--- src/rtl/boot_rom.hex ---
// One 16-bit boot ROM word per line, word index 0 to 15
fa33
31c0
8ed8
8ec0
bc00
7cfb
e80a
00ea
1e00
00f0
1234
5a5a
a5c3
0f1e
7788
c0de

--- src/rtl/soc_bus_pkg.sv ---
// Shared bus types, port addresses and sizes, imported by every fabric module
package soc_bus_pkg;

    // Bus payload types
    typedef logic [15:0] word_t;    // One 16-bit data word
    typedef logic [19:1] addr_t;    // Word address, byte bit 0 dropped
    typedef logic [1:0]  bytesel_t; // Bit 0 is the low byte lane

    // LED pins on the board
    localparam int num_leds = 8;

    // Boot ROM geometry
    localparam int rom_words = 16;
    localparam int rom_index_bits = $clog2(rom_words);

    // Top address bits of the boot region, 0xFC000 to 0xFFFFF
    localparam logic [5:0] bios_prefix = 6'b11_1111;

    // I/O byte addresses decoded by the port block
    localparam logic [15:0] port_leds         = 16'hfffe;
    localparam logic [15:0] port_sdram_status = 16'hfffc;
    localparam logic [15:0] port_bios_control = 16'hffec;

    // The ROM is mapped in out of reset so the CPU can boot from it
    localparam logic bios_enable_reset = 1'b1;

endpackage

--- src/rtl/boot_rom.sv ---
// Boot ROM preloaded from a hex image, answers each access one cycle later
module boot_rom (
    input  logic               sys_clk,
    input  logic               reset,
    input  logic               access,
    input  soc_bus_pkg::addr_t addr,
    output soc_bus_pkg::word_t rdata,
    output logic               ack
);

    import soc_bus_pkg::*;

    word_t rom [rom_words];

    initial begin
        $readmemh("/design/src/rtl/boot_rom.hex", rom);
    end

    // Writes are acked like reads and leave the contents alone
    always_ff @(posedge sys_clk) begin
        if (reset) begin
            ack <= 1'b0;
        end else begin
            ack <= access & ~ack; // Drops after one cycle even if access stays
        end
    end

    always_ff @(posedge sys_clk) begin
        rdata <= rom[addr[rom_index_bits:1]]; // Upper bits alias
    end

endmodule

--- src/rtl/bus_arbiter.sv ---
// Two-master round-robin arbiter that merges two access/ack buses onto one downstream bus
module bus_arbiter (
    input  logic                  sys_clk,
    input  logic                  reset,
    // Master a
    input  soc_bus_pkg::addr_t    a_addr,
    input  soc_bus_pkg::word_t    a_wdata,
    output soc_bus_pkg::word_t    a_rdata,
    input  logic                  a_access,
    input  logic                  a_wr_en,
    input  soc_bus_pkg::bytesel_t a_bytesel,
    output logic                  a_ack,
    // Master b
    input  soc_bus_pkg::addr_t    b_addr,
    input  soc_bus_pkg::word_t    b_wdata,
    output soc_bus_pkg::word_t    b_rdata,
    input  logic                  b_access,
    input  logic                  b_wr_en,
    input  soc_bus_pkg::bytesel_t b_bytesel,
    output logic                  b_ack,
    // Downstream bus
    output soc_bus_pkg::addr_t    q_addr,
    output soc_bus_pkg::word_t    q_wdata,
    input  soc_bus_pkg::word_t    q_rdata,
    output logic                  q_access,
    output logic                  q_wr_en,
    output soc_bus_pkg::bytesel_t q_bytesel,
    input  logic                  q_ack
);

    logic grant_a;
    logic grant_b;
    logic last_b; // Set when b won the previous arbitration
    logic busy;

    assign busy = grant_a | grant_b;

    // One transaction in flight, grant held until the downstream ack
    always_ff @(posedge sys_clk) begin
        if (reset) begin
            grant_a <= 1'b0;
            grant_b <= 1'b0;
            last_b  <= 1'b1; // So a wins the first tie
        end else if (busy) begin
            if (q_ack) begin
                grant_a <= 1'b0;
                grant_b <= 1'b0;
            end
        end else if (a_access && (!b_access || last_b)) begin
            grant_a <= 1'b1;
            last_b  <= 1'b0;
        end else if (b_access) begin
            grant_b <= 1'b1;
            last_b  <= 1'b1;
        end
    end

    // Request fields follow the grant
    assign q_access  = busy;
    assign q_addr    = grant_b ? b_addr : a_addr;
    assign q_wdata   = grant_b ? b_wdata : a_wdata;
    assign q_wr_en   = grant_b ? b_wr_en : a_wr_en;
    assign q_bytesel = grant_b ? b_bytesel : a_bytesel;

    // Ack goes back in the same cycle, data is shared
    assign a_ack   = grant_a & q_ack;
    assign b_ack   = grant_b & q_ack;
    assign a_rdata = q_rdata;
    assign b_rdata = q_rdata;

    ack_exclusive: assert property (@(posedge sys_clk) disable iff (reset)
        !(a_ack && b_ack));

    // A downstream slave may stall but never sees the access withdrawn
    access_held: assert property (@(posedge sys_clk) disable iff (reset)
        q_access && !q_ack |=> q_access);

endmodule

--- src/rtl/io_port_regs.sv ---
// I/O port block with the LED, boot-enable and SDRAM status ports plus a default port
module io_port_regs (
    input  logic                          sys_clk,
    input  logic                          reset,
    input  logic                          access,
    input  logic                          wr_en,
    input  soc_bus_pkg::addr_t            addr,
    input  soc_bus_pkg::word_t            wdata,
    input  soc_bus_pkg::bytesel_t         bytesel,
    output soc_bus_pkg::word_t            rdata,
    output logic                          ack,
    input  logic                          sdram_config_done,
    output logic                          bios_enabled,
    output logic [soc_bus_pkg::num_leds-1:0] leds
);

    import soc_bus_pkg::*;

    logic [15:0] port;
    logic        leds_sel;
    logic        status_sel;
    logic        bios_sel;
    logic        start;     // First cycle of an access
    word_t       rdata_next;

    // I/O space is 16 bits wide, byte bit 0 is not on the bus
    assign port       = {addr[15:1], 1'b0};
    assign leds_sel   = (port == port_leds);
    assign status_sel = (port == port_sdram_status);
    assign bios_sel   = (port == port_bios_control);

    assign start = access & ~ack;

    // Undecoded ports fall through to zero
    always_comb begin
        rdata_next = '0;
        if (leds_sel) begin
            rdata_next = word_t'(leds);
        end else if (bios_sel) begin
            rdata_next = word_t'(bios_enabled);
        end else if (status_sel) begin
            rdata_next = word_t'(sdram_config_done);
        end
    end

    always_ff @(posedge sys_clk) begin
        if (reset) begin
            ack <= 1'b0;
        end else begin
            ack <= start; // Every port, decoded or not, answers
        end
    end

    // Read value is sampled before any write on the same edge
    always_ff @(posedge sys_clk) begin
        if (start) begin
            rdata <= rdata_next;
        end
    end

    // Register writes land on the edge that raises ack
    always_ff @(posedge sys_clk) begin
        if (reset) begin
            leds         <= '0;
            bios_enabled <= bios_enable_reset;
        end else if (start && wr_en && bytesel[0]) begin
            // Both registers live in the low byte lane
            if (leds_sel) begin
                leds <= wdata[num_leds-1:0];
            end
            if (bios_sel) begin
                bios_enabled <= wdata[0];
            end
        end
    end

    port_select_onehot: assert property (@(posedge sys_clk) disable iff (reset)
        $onehot0({leds_sel, status_sel, bios_sel}));

endmodule

--- src/rtl/mem_region_decode.sv ---
// Address decoder that steers the merged memory bus to the boot ROM or the SDRAM port
module mem_region_decode (
    // Merged memory bus from the arbiters
    input  soc_bus_pkg::addr_t    m_addr,
    input  soc_bus_pkg::word_t    m_wdata,
    output soc_bus_pkg::word_t    m_rdata,
    input  logic                  m_access,
    input  logic                  m_wr_en,
    input  soc_bus_pkg::bytesel_t m_bytesel,
    output logic                  m_ack,
    // Boot region mapping from the I/O ports
    input  logic                  bios_enabled,
    // Boot ROM
    output logic                  rom_access,
    input  soc_bus_pkg::word_t    rom_rdata,
    input  logic                  rom_ack,
    // External SDRAM port
    output soc_bus_pkg::addr_t    sdram_addr,
    output soc_bus_pkg::word_t    sdram_wdata,
    input  soc_bus_pkg::word_t    sdram_rdata,
    output logic                  sdram_access,
    output logic                  sdram_wr_en,
    output soc_bus_pkg::bytesel_t sdram_bytesel,
    input  logic                  sdram_ack
);

    import soc_bus_pkg::*;

    logic rom_sel;

    // Boot region only while the ROM is mapped in
    assign rom_sel = bios_enabled && (m_addr[19:14] == bios_prefix);

    always_comb begin
        rom_access   = m_access & rom_sel;
        sdram_access = m_access & ~rom_sel;

        // Return path follows the selected slave
        if (rom_sel) begin
            m_rdata = rom_rdata;
            m_ack   = rom_ack;
        end else begin
            m_rdata = sdram_rdata;
            m_ack   = sdram_ack;
        end

        assert (!(rom_access && sdram_access));
    end

    // Payload goes straight out, access alone marks the target
    assign sdram_addr    = m_addr;
    assign sdram_wdata   = m_wdata;
    assign sdram_wr_en   = m_wr_en;
    assign sdram_bytesel = m_bytesel;

endmodule

--- src/rtl/soc_bus_top.sv ---
// Bus fabric top level joining the CPU and FPU buses to the boot ROM, SDRAM port and I/O ports
module soc_bus_top (
    input  logic                          sys_clk,
    input  logic                          reset,
    // CPU instruction bus, read only
    input  soc_bus_pkg::addr_t            instr_addr,
    input  logic                          instr_access,
    output logic                          instr_ack,
    output soc_bus_pkg::word_t            instr_rdata,
    // CPU data bus
    input  soc_bus_pkg::addr_t            data_addr,
    input  soc_bus_pkg::word_t            data_wdata,
    output soc_bus_pkg::word_t            data_rdata,
    input  logic                          data_access,
    input  logic                          data_wr_en,
    input  soc_bus_pkg::bytesel_t         data_bytesel,
    input  logic                          data_io,
    output logic                          data_ack,
    // FPU memory bus
    input  soc_bus_pkg::addr_t            fpu_addr,
    input  soc_bus_pkg::word_t            fpu_wdata,
    output soc_bus_pkg::word_t            fpu_rdata,
    input  logic                          fpu_access,
    input  logic                          fpu_wr_en,
    input  soc_bus_pkg::bytesel_t         fpu_bytesel,
    output logic                          fpu_ack,
    // External SDRAM port
    output soc_bus_pkg::addr_t            sdram_addr,
    output soc_bus_pkg::word_t            sdram_wdata,
    input  soc_bus_pkg::word_t            sdram_rdata,
    output logic                          sdram_access,
    output logic                          sdram_wr_en,
    output soc_bus_pkg::bytesel_t         sdram_bytesel,
    input  logic                          sdram_ack,
    input  logic                          sdram_config_done,
    output logic [soc_bus_pkg::num_leds-1:0] leds
);

    import soc_bus_pkg::*;

    // Data bus split by the I/O flag
    logic     data_mem_access;
    logic     data_mem_ack;
    word_t    data_mem_rdata;
    logic     io_access;
    logic     io_ack;
    word_t    io_rdata;

    // Instruction and data merged
    addr_t    cpu_addr;
    word_t    cpu_wdata;
    word_t    cpu_rdata;
    logic     cpu_access;
    logic     cpu_wr_en;
    bytesel_t cpu_bytesel;
    logic     cpu_ack;

    // Final memory bus
    addr_t    mem_addr;
    word_t    mem_wdata;
    word_t    mem_rdata;
    logic     mem_access;
    logic     mem_wr_en;
    bytesel_t mem_bytesel;
    logic     mem_ack;

    logic     rom_access;
    word_t    rom_rdata;
    logic     rom_ack;
    logic     bios_enabled;

    assign data_mem_access = data_access & ~data_io;
    assign io_access       = data_access & data_io;

    // Only one of the two paths can answer a given access
    assign data_ack   = data_mem_ack | io_ack;
    assign data_rdata = data_io ? io_rdata : data_mem_rdata;

    bus_arbiter cpu_arbiter (
        .sys_clk(sys_clk), .reset(reset),
        .a_addr(instr_addr), .a_wdata('0), .a_rdata(instr_rdata),
        .a_access(instr_access), .a_wr_en(1'b0), .a_bytesel(2'b11), .a_ack(instr_ack),
        .b_addr(data_addr), .b_wdata(data_wdata), .b_rdata(data_mem_rdata),
        .b_access(data_mem_access), .b_wr_en(data_wr_en), .b_bytesel(data_bytesel),
        .b_ack(data_mem_ack),
        .q_addr(cpu_addr), .q_wdata(cpu_wdata), .q_rdata(cpu_rdata),
        .q_access(cpu_access), .q_wr_en(cpu_wr_en), .q_bytesel(cpu_bytesel),
        .q_ack(cpu_ack)
    );

    bus_arbiter fpu_arbiter (
        .sys_clk(sys_clk), .reset(reset),
        .a_addr(cpu_addr), .a_wdata(cpu_wdata), .a_rdata(cpu_rdata),
        .a_access(cpu_access), .a_wr_en(cpu_wr_en), .a_bytesel(cpu_bytesel), .a_ack(cpu_ack),
        .b_addr(fpu_addr), .b_wdata(fpu_wdata), .b_rdata(fpu_rdata),
        .b_access(fpu_access), .b_wr_en(fpu_wr_en), .b_bytesel(fpu_bytesel), .b_ack(fpu_ack),
        .q_addr(mem_addr), .q_wdata(mem_wdata), .q_rdata(mem_rdata),
        .q_access(mem_access), .q_wr_en(mem_wr_en), .q_bytesel(mem_bytesel),
        .q_ack(mem_ack)
    );

    mem_region_decode mem_decode (
        .m_addr(mem_addr), .m_wdata(mem_wdata), .m_rdata(mem_rdata),
        .m_access(mem_access), .m_wr_en(mem_wr_en), .m_bytesel(mem_bytesel), .m_ack(mem_ack),
        .bios_enabled(bios_enabled),
        .rom_access(rom_access), .rom_rdata(rom_rdata), .rom_ack(rom_ack),
        .sdram_addr(sdram_addr), .sdram_wdata(sdram_wdata), .sdram_rdata(sdram_rdata),
        .sdram_access(sdram_access), .sdram_wr_en(sdram_wr_en),
        .sdram_bytesel(sdram_bytesel), .sdram_ack(sdram_ack)
    );

    boot_rom rom (
        .sys_clk(sys_clk), .reset(reset),
        .access(rom_access), .addr(mem_addr),
        .rdata(rom_rdata), .ack(rom_ack)
    );

    io_port_regs io_ports (
        .sys_clk(sys_clk), .reset(reset),
        .access(io_access), .wr_en(data_wr_en), .addr(data_addr),
        .wdata(data_wdata), .bytesel(data_bytesel),
        .rdata(io_rdata), .ack(io_ack),
        .sdram_config_done(sdram_config_done),
        .bios_enabled(bios_enabled), .leds(leds)
    );

endmodule

--- config.mk ---
export PLATFORM = sky130hd
export DESIGN_NAME = soc_bus_top
export DESIGN_NICKNAME = d
export VERILOG_FILES = /design/src/rtl/soc_bus_pkg.sv /design/src/rtl/boot_rom.sv /design/src/rtl/bus_arbiter.sv /design/src/rtl/io_port_regs.sv /design/src/rtl/mem_region_decode.sv /design/src/rtl/soc_bus_top.sv
export SDC_FILE = /design/constraint.sdc
export NUM_CORES = 1
export LEC_CHECK = 0
export BUFFER_PORTS_ARGS = -buffer_cell sky130_fd_sc_hd__buf_2
export CORE_UTILIZATION = 25
export DETAILED_ROUTE_END_ITERATION = 12
export HOLD_SLACK_MARGIN = 0.06
export PLACE_DENSITY = 0.68
export REMOVE_ABC_BUFFERS = 1
export SKIP_CTS_REPAIR_TIMING = 1
export SKIP_LAST_GASP = 1
export SLEW_MARGIN = 20
export SYNTH_ARGS = -nofsm -noshare
export SYNTH_HDL_FRONTEND = slang
export SYNTH_SLANG_ARGS = --single-unit
--- constraint.sdc ---
create_clock -name sys_clk -period 2.2 [get_ports sys_clk]
set_clock_uncertainty 0.05 [all_clocks]
set_input_delay 0.44 -clock sys_clk [delete_from_list [all_inputs] [get_ports sys_clk]]
set_output_delay 0.44 -clock sys_clk [all_outputs]
set_load 0.02 [all_outputs]
==> results <==
- The kind of cell adding the most delay to the critical path is multiplexers.
- The area fraction in compound gates after synthesis is 0.1494.
- The source-to-sink clock delay at the later pin of the worst-skew pair is 0.26 ns.
- By area the synthesized netlist is led by dfxtp_1 16%, mux2i_1 13%, buf_4 11%, edfxtp_1 11%, nand2_1 6.8%.
- In this run the static leakage power is 1.723 nW.
- The final period demand of the worst path is 2.569 ns.
- The share of the synthesized area in the top cell type is 0.1575.
- The largest fanout on the critical path is 5.
- Headroom to the max-slew limit came out at 0.7096.
- The count of buffering cells on the critical path with inverters included is 1.
- The starting utilization of the core area is 0.2604.
- The post-route setup TNS is -1.195 ns.
- nand2_1 is the most common cell in the netlist.
- The first-pass GRT wire length is 11.23 mm.
- Input and output buffers added on the ports amount to 216.
- The final reports fail on setup timing.
- The number of distinct library cell variants in the gate-level netlist after synthesis is 43.
- The HPWL after detailed placement is 6.594 mm.
- The die is 94.97 µm tall.
- The kind of critical path is reg2out.
- The number of enable flip-flop cells after synthesis is 8.
- The area of the mapped netlist is 0.002161 mm².
- The post-synthesis adder-cell area fraction is 0.
- The total inserted antenna cells is 0.
- The initialized floorplan defines 33 standard-cell rows.
- The worst-case IR drop observed on VDD is 0.2998 mV.
- Prior to clock tree synthesis, the placed netlist has a worst setup slack of -0.2873 ns.
- The final global-route overflow total is 0.
- The delay contributed by the slowest stage of the critical path is 0.38 ns.
- The flip-flop cell with the highest count after synthesis is dfxtp_1.
- The weighted congestion at the end of routability-driven global placement is 0.8078.
- The signal on the critical path passes through mux2i_1 -> o21ai_1 -> nand4_1 -> and4b_2 -> mux2_4 -> a31o_1 -> buf_6.
- The number of max-cap violations is 0.
- The post-placement cell area is 0.003166 mm².
- The detailed-routing iteration count for the pre-antenna-repair pass is 4.
- Of the total synthesized cell area, the portion taken by AND, OR, NAND and NOR gates is 0.2444.
- The portion of the post-synthesis area used by sequential elements is 0.2687.
- The cell count after synthesis came out at 268.
- Dividing the final minimum period by the clock period gives 1.168.
- The ratio of cells with drive above 1 in the final layout is 0.5526.
- The first routing iteration left 41 violations.
- Setup repair after global routing could not meet its margin everywhere.
- The fraction of synthesized area in multiplexers is 0.1830.
- The highest attainable clock frequency is 389.3 MHz.
- The number of antenna violations at the first check in global routing is 0.
- The die is 94.97 µm wide.
- TritonCTS built the clock tree.
- The clock-pin slew reported for the worst setup and hold paths after clock tree synthesis is 0.09 ns.
- The total wirelength of the detailed-routed design is 7.572 mm.
- The pin count of the biggest net entering global routing is 46.
- The slew at the pin closest to its max-slew limit is 0.4357 ns.
- The max-slew violation total from the final report came to 0.
- The number of CTS-inserted buffers is 3.
- The largest registers in the layout are io_ports.leds (8), io_ports.rdata (8).
- The placeable core area is 0.008299 mm².
- The total non-filler cell area in the finished layout is 0.003267 mm².
- The longest clock path from root to sink contains 2 buffers.
- The critical path data required time is 1.71 ns.
- The highest-delay cell along the critical path is dfxtp_4.
- The worst setup path is captured at an output port.
- Summing over every cut layer, the via total after detailed routing is 2563.
- Of the total synthesized cell area, the portion taken by XOR and XNOR cells is 0.
- Dividing the detail-routed via count by the number of cells gives 4.569.
- In this run the number of H-tree levels came out at 1.
- The post-synthesis cell type with the largest combined area is dfxtp_1.
- In the global route stage, overall resource usage came out at 0.1630.
- The total number of clock tree sinks is 25.
- The number of hold violations in the final report is 0.
- The type of element launching the critical path is a flop.
- The class of the tightest hold or removal check is in2reg.
- The remaining antenna violation count after routing is 0.
- The cell at the root of the clock tree is clkbuf_8.
- The overall die area is 0.009019 mm².
- Counting instances in the post-synthesis netlist gives the leading cell types as 39 x nand2_1, 32 x buf_4, 29 x mux2i_1.
- The cell area power density is 611.9 mW/mm².
- Setup violations remaining at the end of the flow were counted as 4.
- The flow ran to the end, but the final reports show violations.
- In the post-route analysis, the smallest setup slack over all paths is -0.3689 ns.
- Averaged over all synthesized cells, the footprint is 8.063 µm².
- The total of warnings raised by yosys is 0.
- The area growth from synthesis to layout is 51.19%.
- The number of remaining DRC errors is 0.
- The net total in the final layout is 576.
- The number of global-route vias before repair is 2365.
- The register bit total from synthesis is 25.
- By area, the combinational part of the netlist is dominated by simple AND/OR/NAND/NOR gates.
- The post-detailed-route wirelength per cell is 13.50 µm.
- The total I/O pin count is 217.
- At the worst endpoint, the arrival time is 2.08 ns.
- Counting flops with an async set or reset pin after synthesis yields a share of 0.
==> power breakdown <==
part	internal, mW	switching [mW]
registers	0.510	0.0417
clock network	0.128	0.149
logic	0.470	0.699
total	1.11	0.890
==> through the flow <==
stage | std cells | util | hold WS, ns | power [mW]
after floorplan | 219 | - | 0.3718 | 1.194
after global placement | 555 | 0.3814 | 0.4079 | 1.698
after detailed placement | 555 | 0.3814 | 0.4047 | 1.711
after CTS | 559 | 0.3873 | 0.3605 | 1.997
after global routing | 561 | 0.3936 | 0.3697 | 2.145
final | 561 | 0.3936 | 0.3649 | 1.999
==> kinds of logic after synthesis <==
group	count (synthesis)
DFF	25
muxes	38
buffers and inverters	52
and+or+nand+nor	102
AOI/OAI and AO/OA	51
==> layer usage <==
layer  part of all wire  global-route usage
met1               0.38              0.1764
met2               0.51              0.3141
met3              0.081             0.02576
met4              0.021             0.05934
met5                  0                   0
==> layout make-up <==
| cell class | count | area [µm²] |
|---|---|---|
| fillers | 904 | 5032 |
| inverters | 3 | 11.26 |
| well taps | 105 | 131.4 |
| repair buffers | 233 | 1237 |
| clock inverters | 1 | 7.507 |
| clock buffers | 3 | 41.29 |
| multi-input cells | 191 | 1252 |
| flip-flops and latches | 25 | 585.6 |
==> placed cells by master (no fill, tap or decap), types with 3 or more instances in the layout <==
master | synthesis | layout
o21ai_1 | 26 | 30
a22o_1 | 9 | 9
and2_1 | 8 | 8
nand2_1 | 39 | 39
buf_4 | 32 | 16
buf_2 | 3 | 212
nor2b_1 | 10 | 10
nand2b_1 | 4 | 4
buf_6 | 2 | 5
a21oi_1 | 4 | 4
dfxtp_1 | 17 | 15
mux2i_1 | 29 | 29
inv_1 | 3 | 3
mux2_2 | 6 | 6
nor2_1 | 20 | 20
clkbuf_8 | 0 | 3
edfxtp_1 | 8 | 8
nand4_1 | 3 | 3
==> final timing paths <==
| kind | depth (start not counted) | from | slack [ns] | endpoint |
|---|---|---|---|---|
| worst max-delay path | 7 | cpu_arbiter.grant_b | -0.37 | data_ack |
| worst min-delay path | 3 | data_wdata[5] | 0.36 | io_ports.leds[5] |
| worst max register to register | 8 | cpu_arbiter.grant_b | 0.20 | cpu_arbiter.grant_a |
| worst min register to register | 1 | io_ports.ack | 0.41 | io_ports.ack |
==> worst min-delay path, stage by stage <==
cell     delay [ns]
buf_2          0.08
mux2i_1        0.05
nor2_1         0.07
Power figures use the tool's default switching activity.
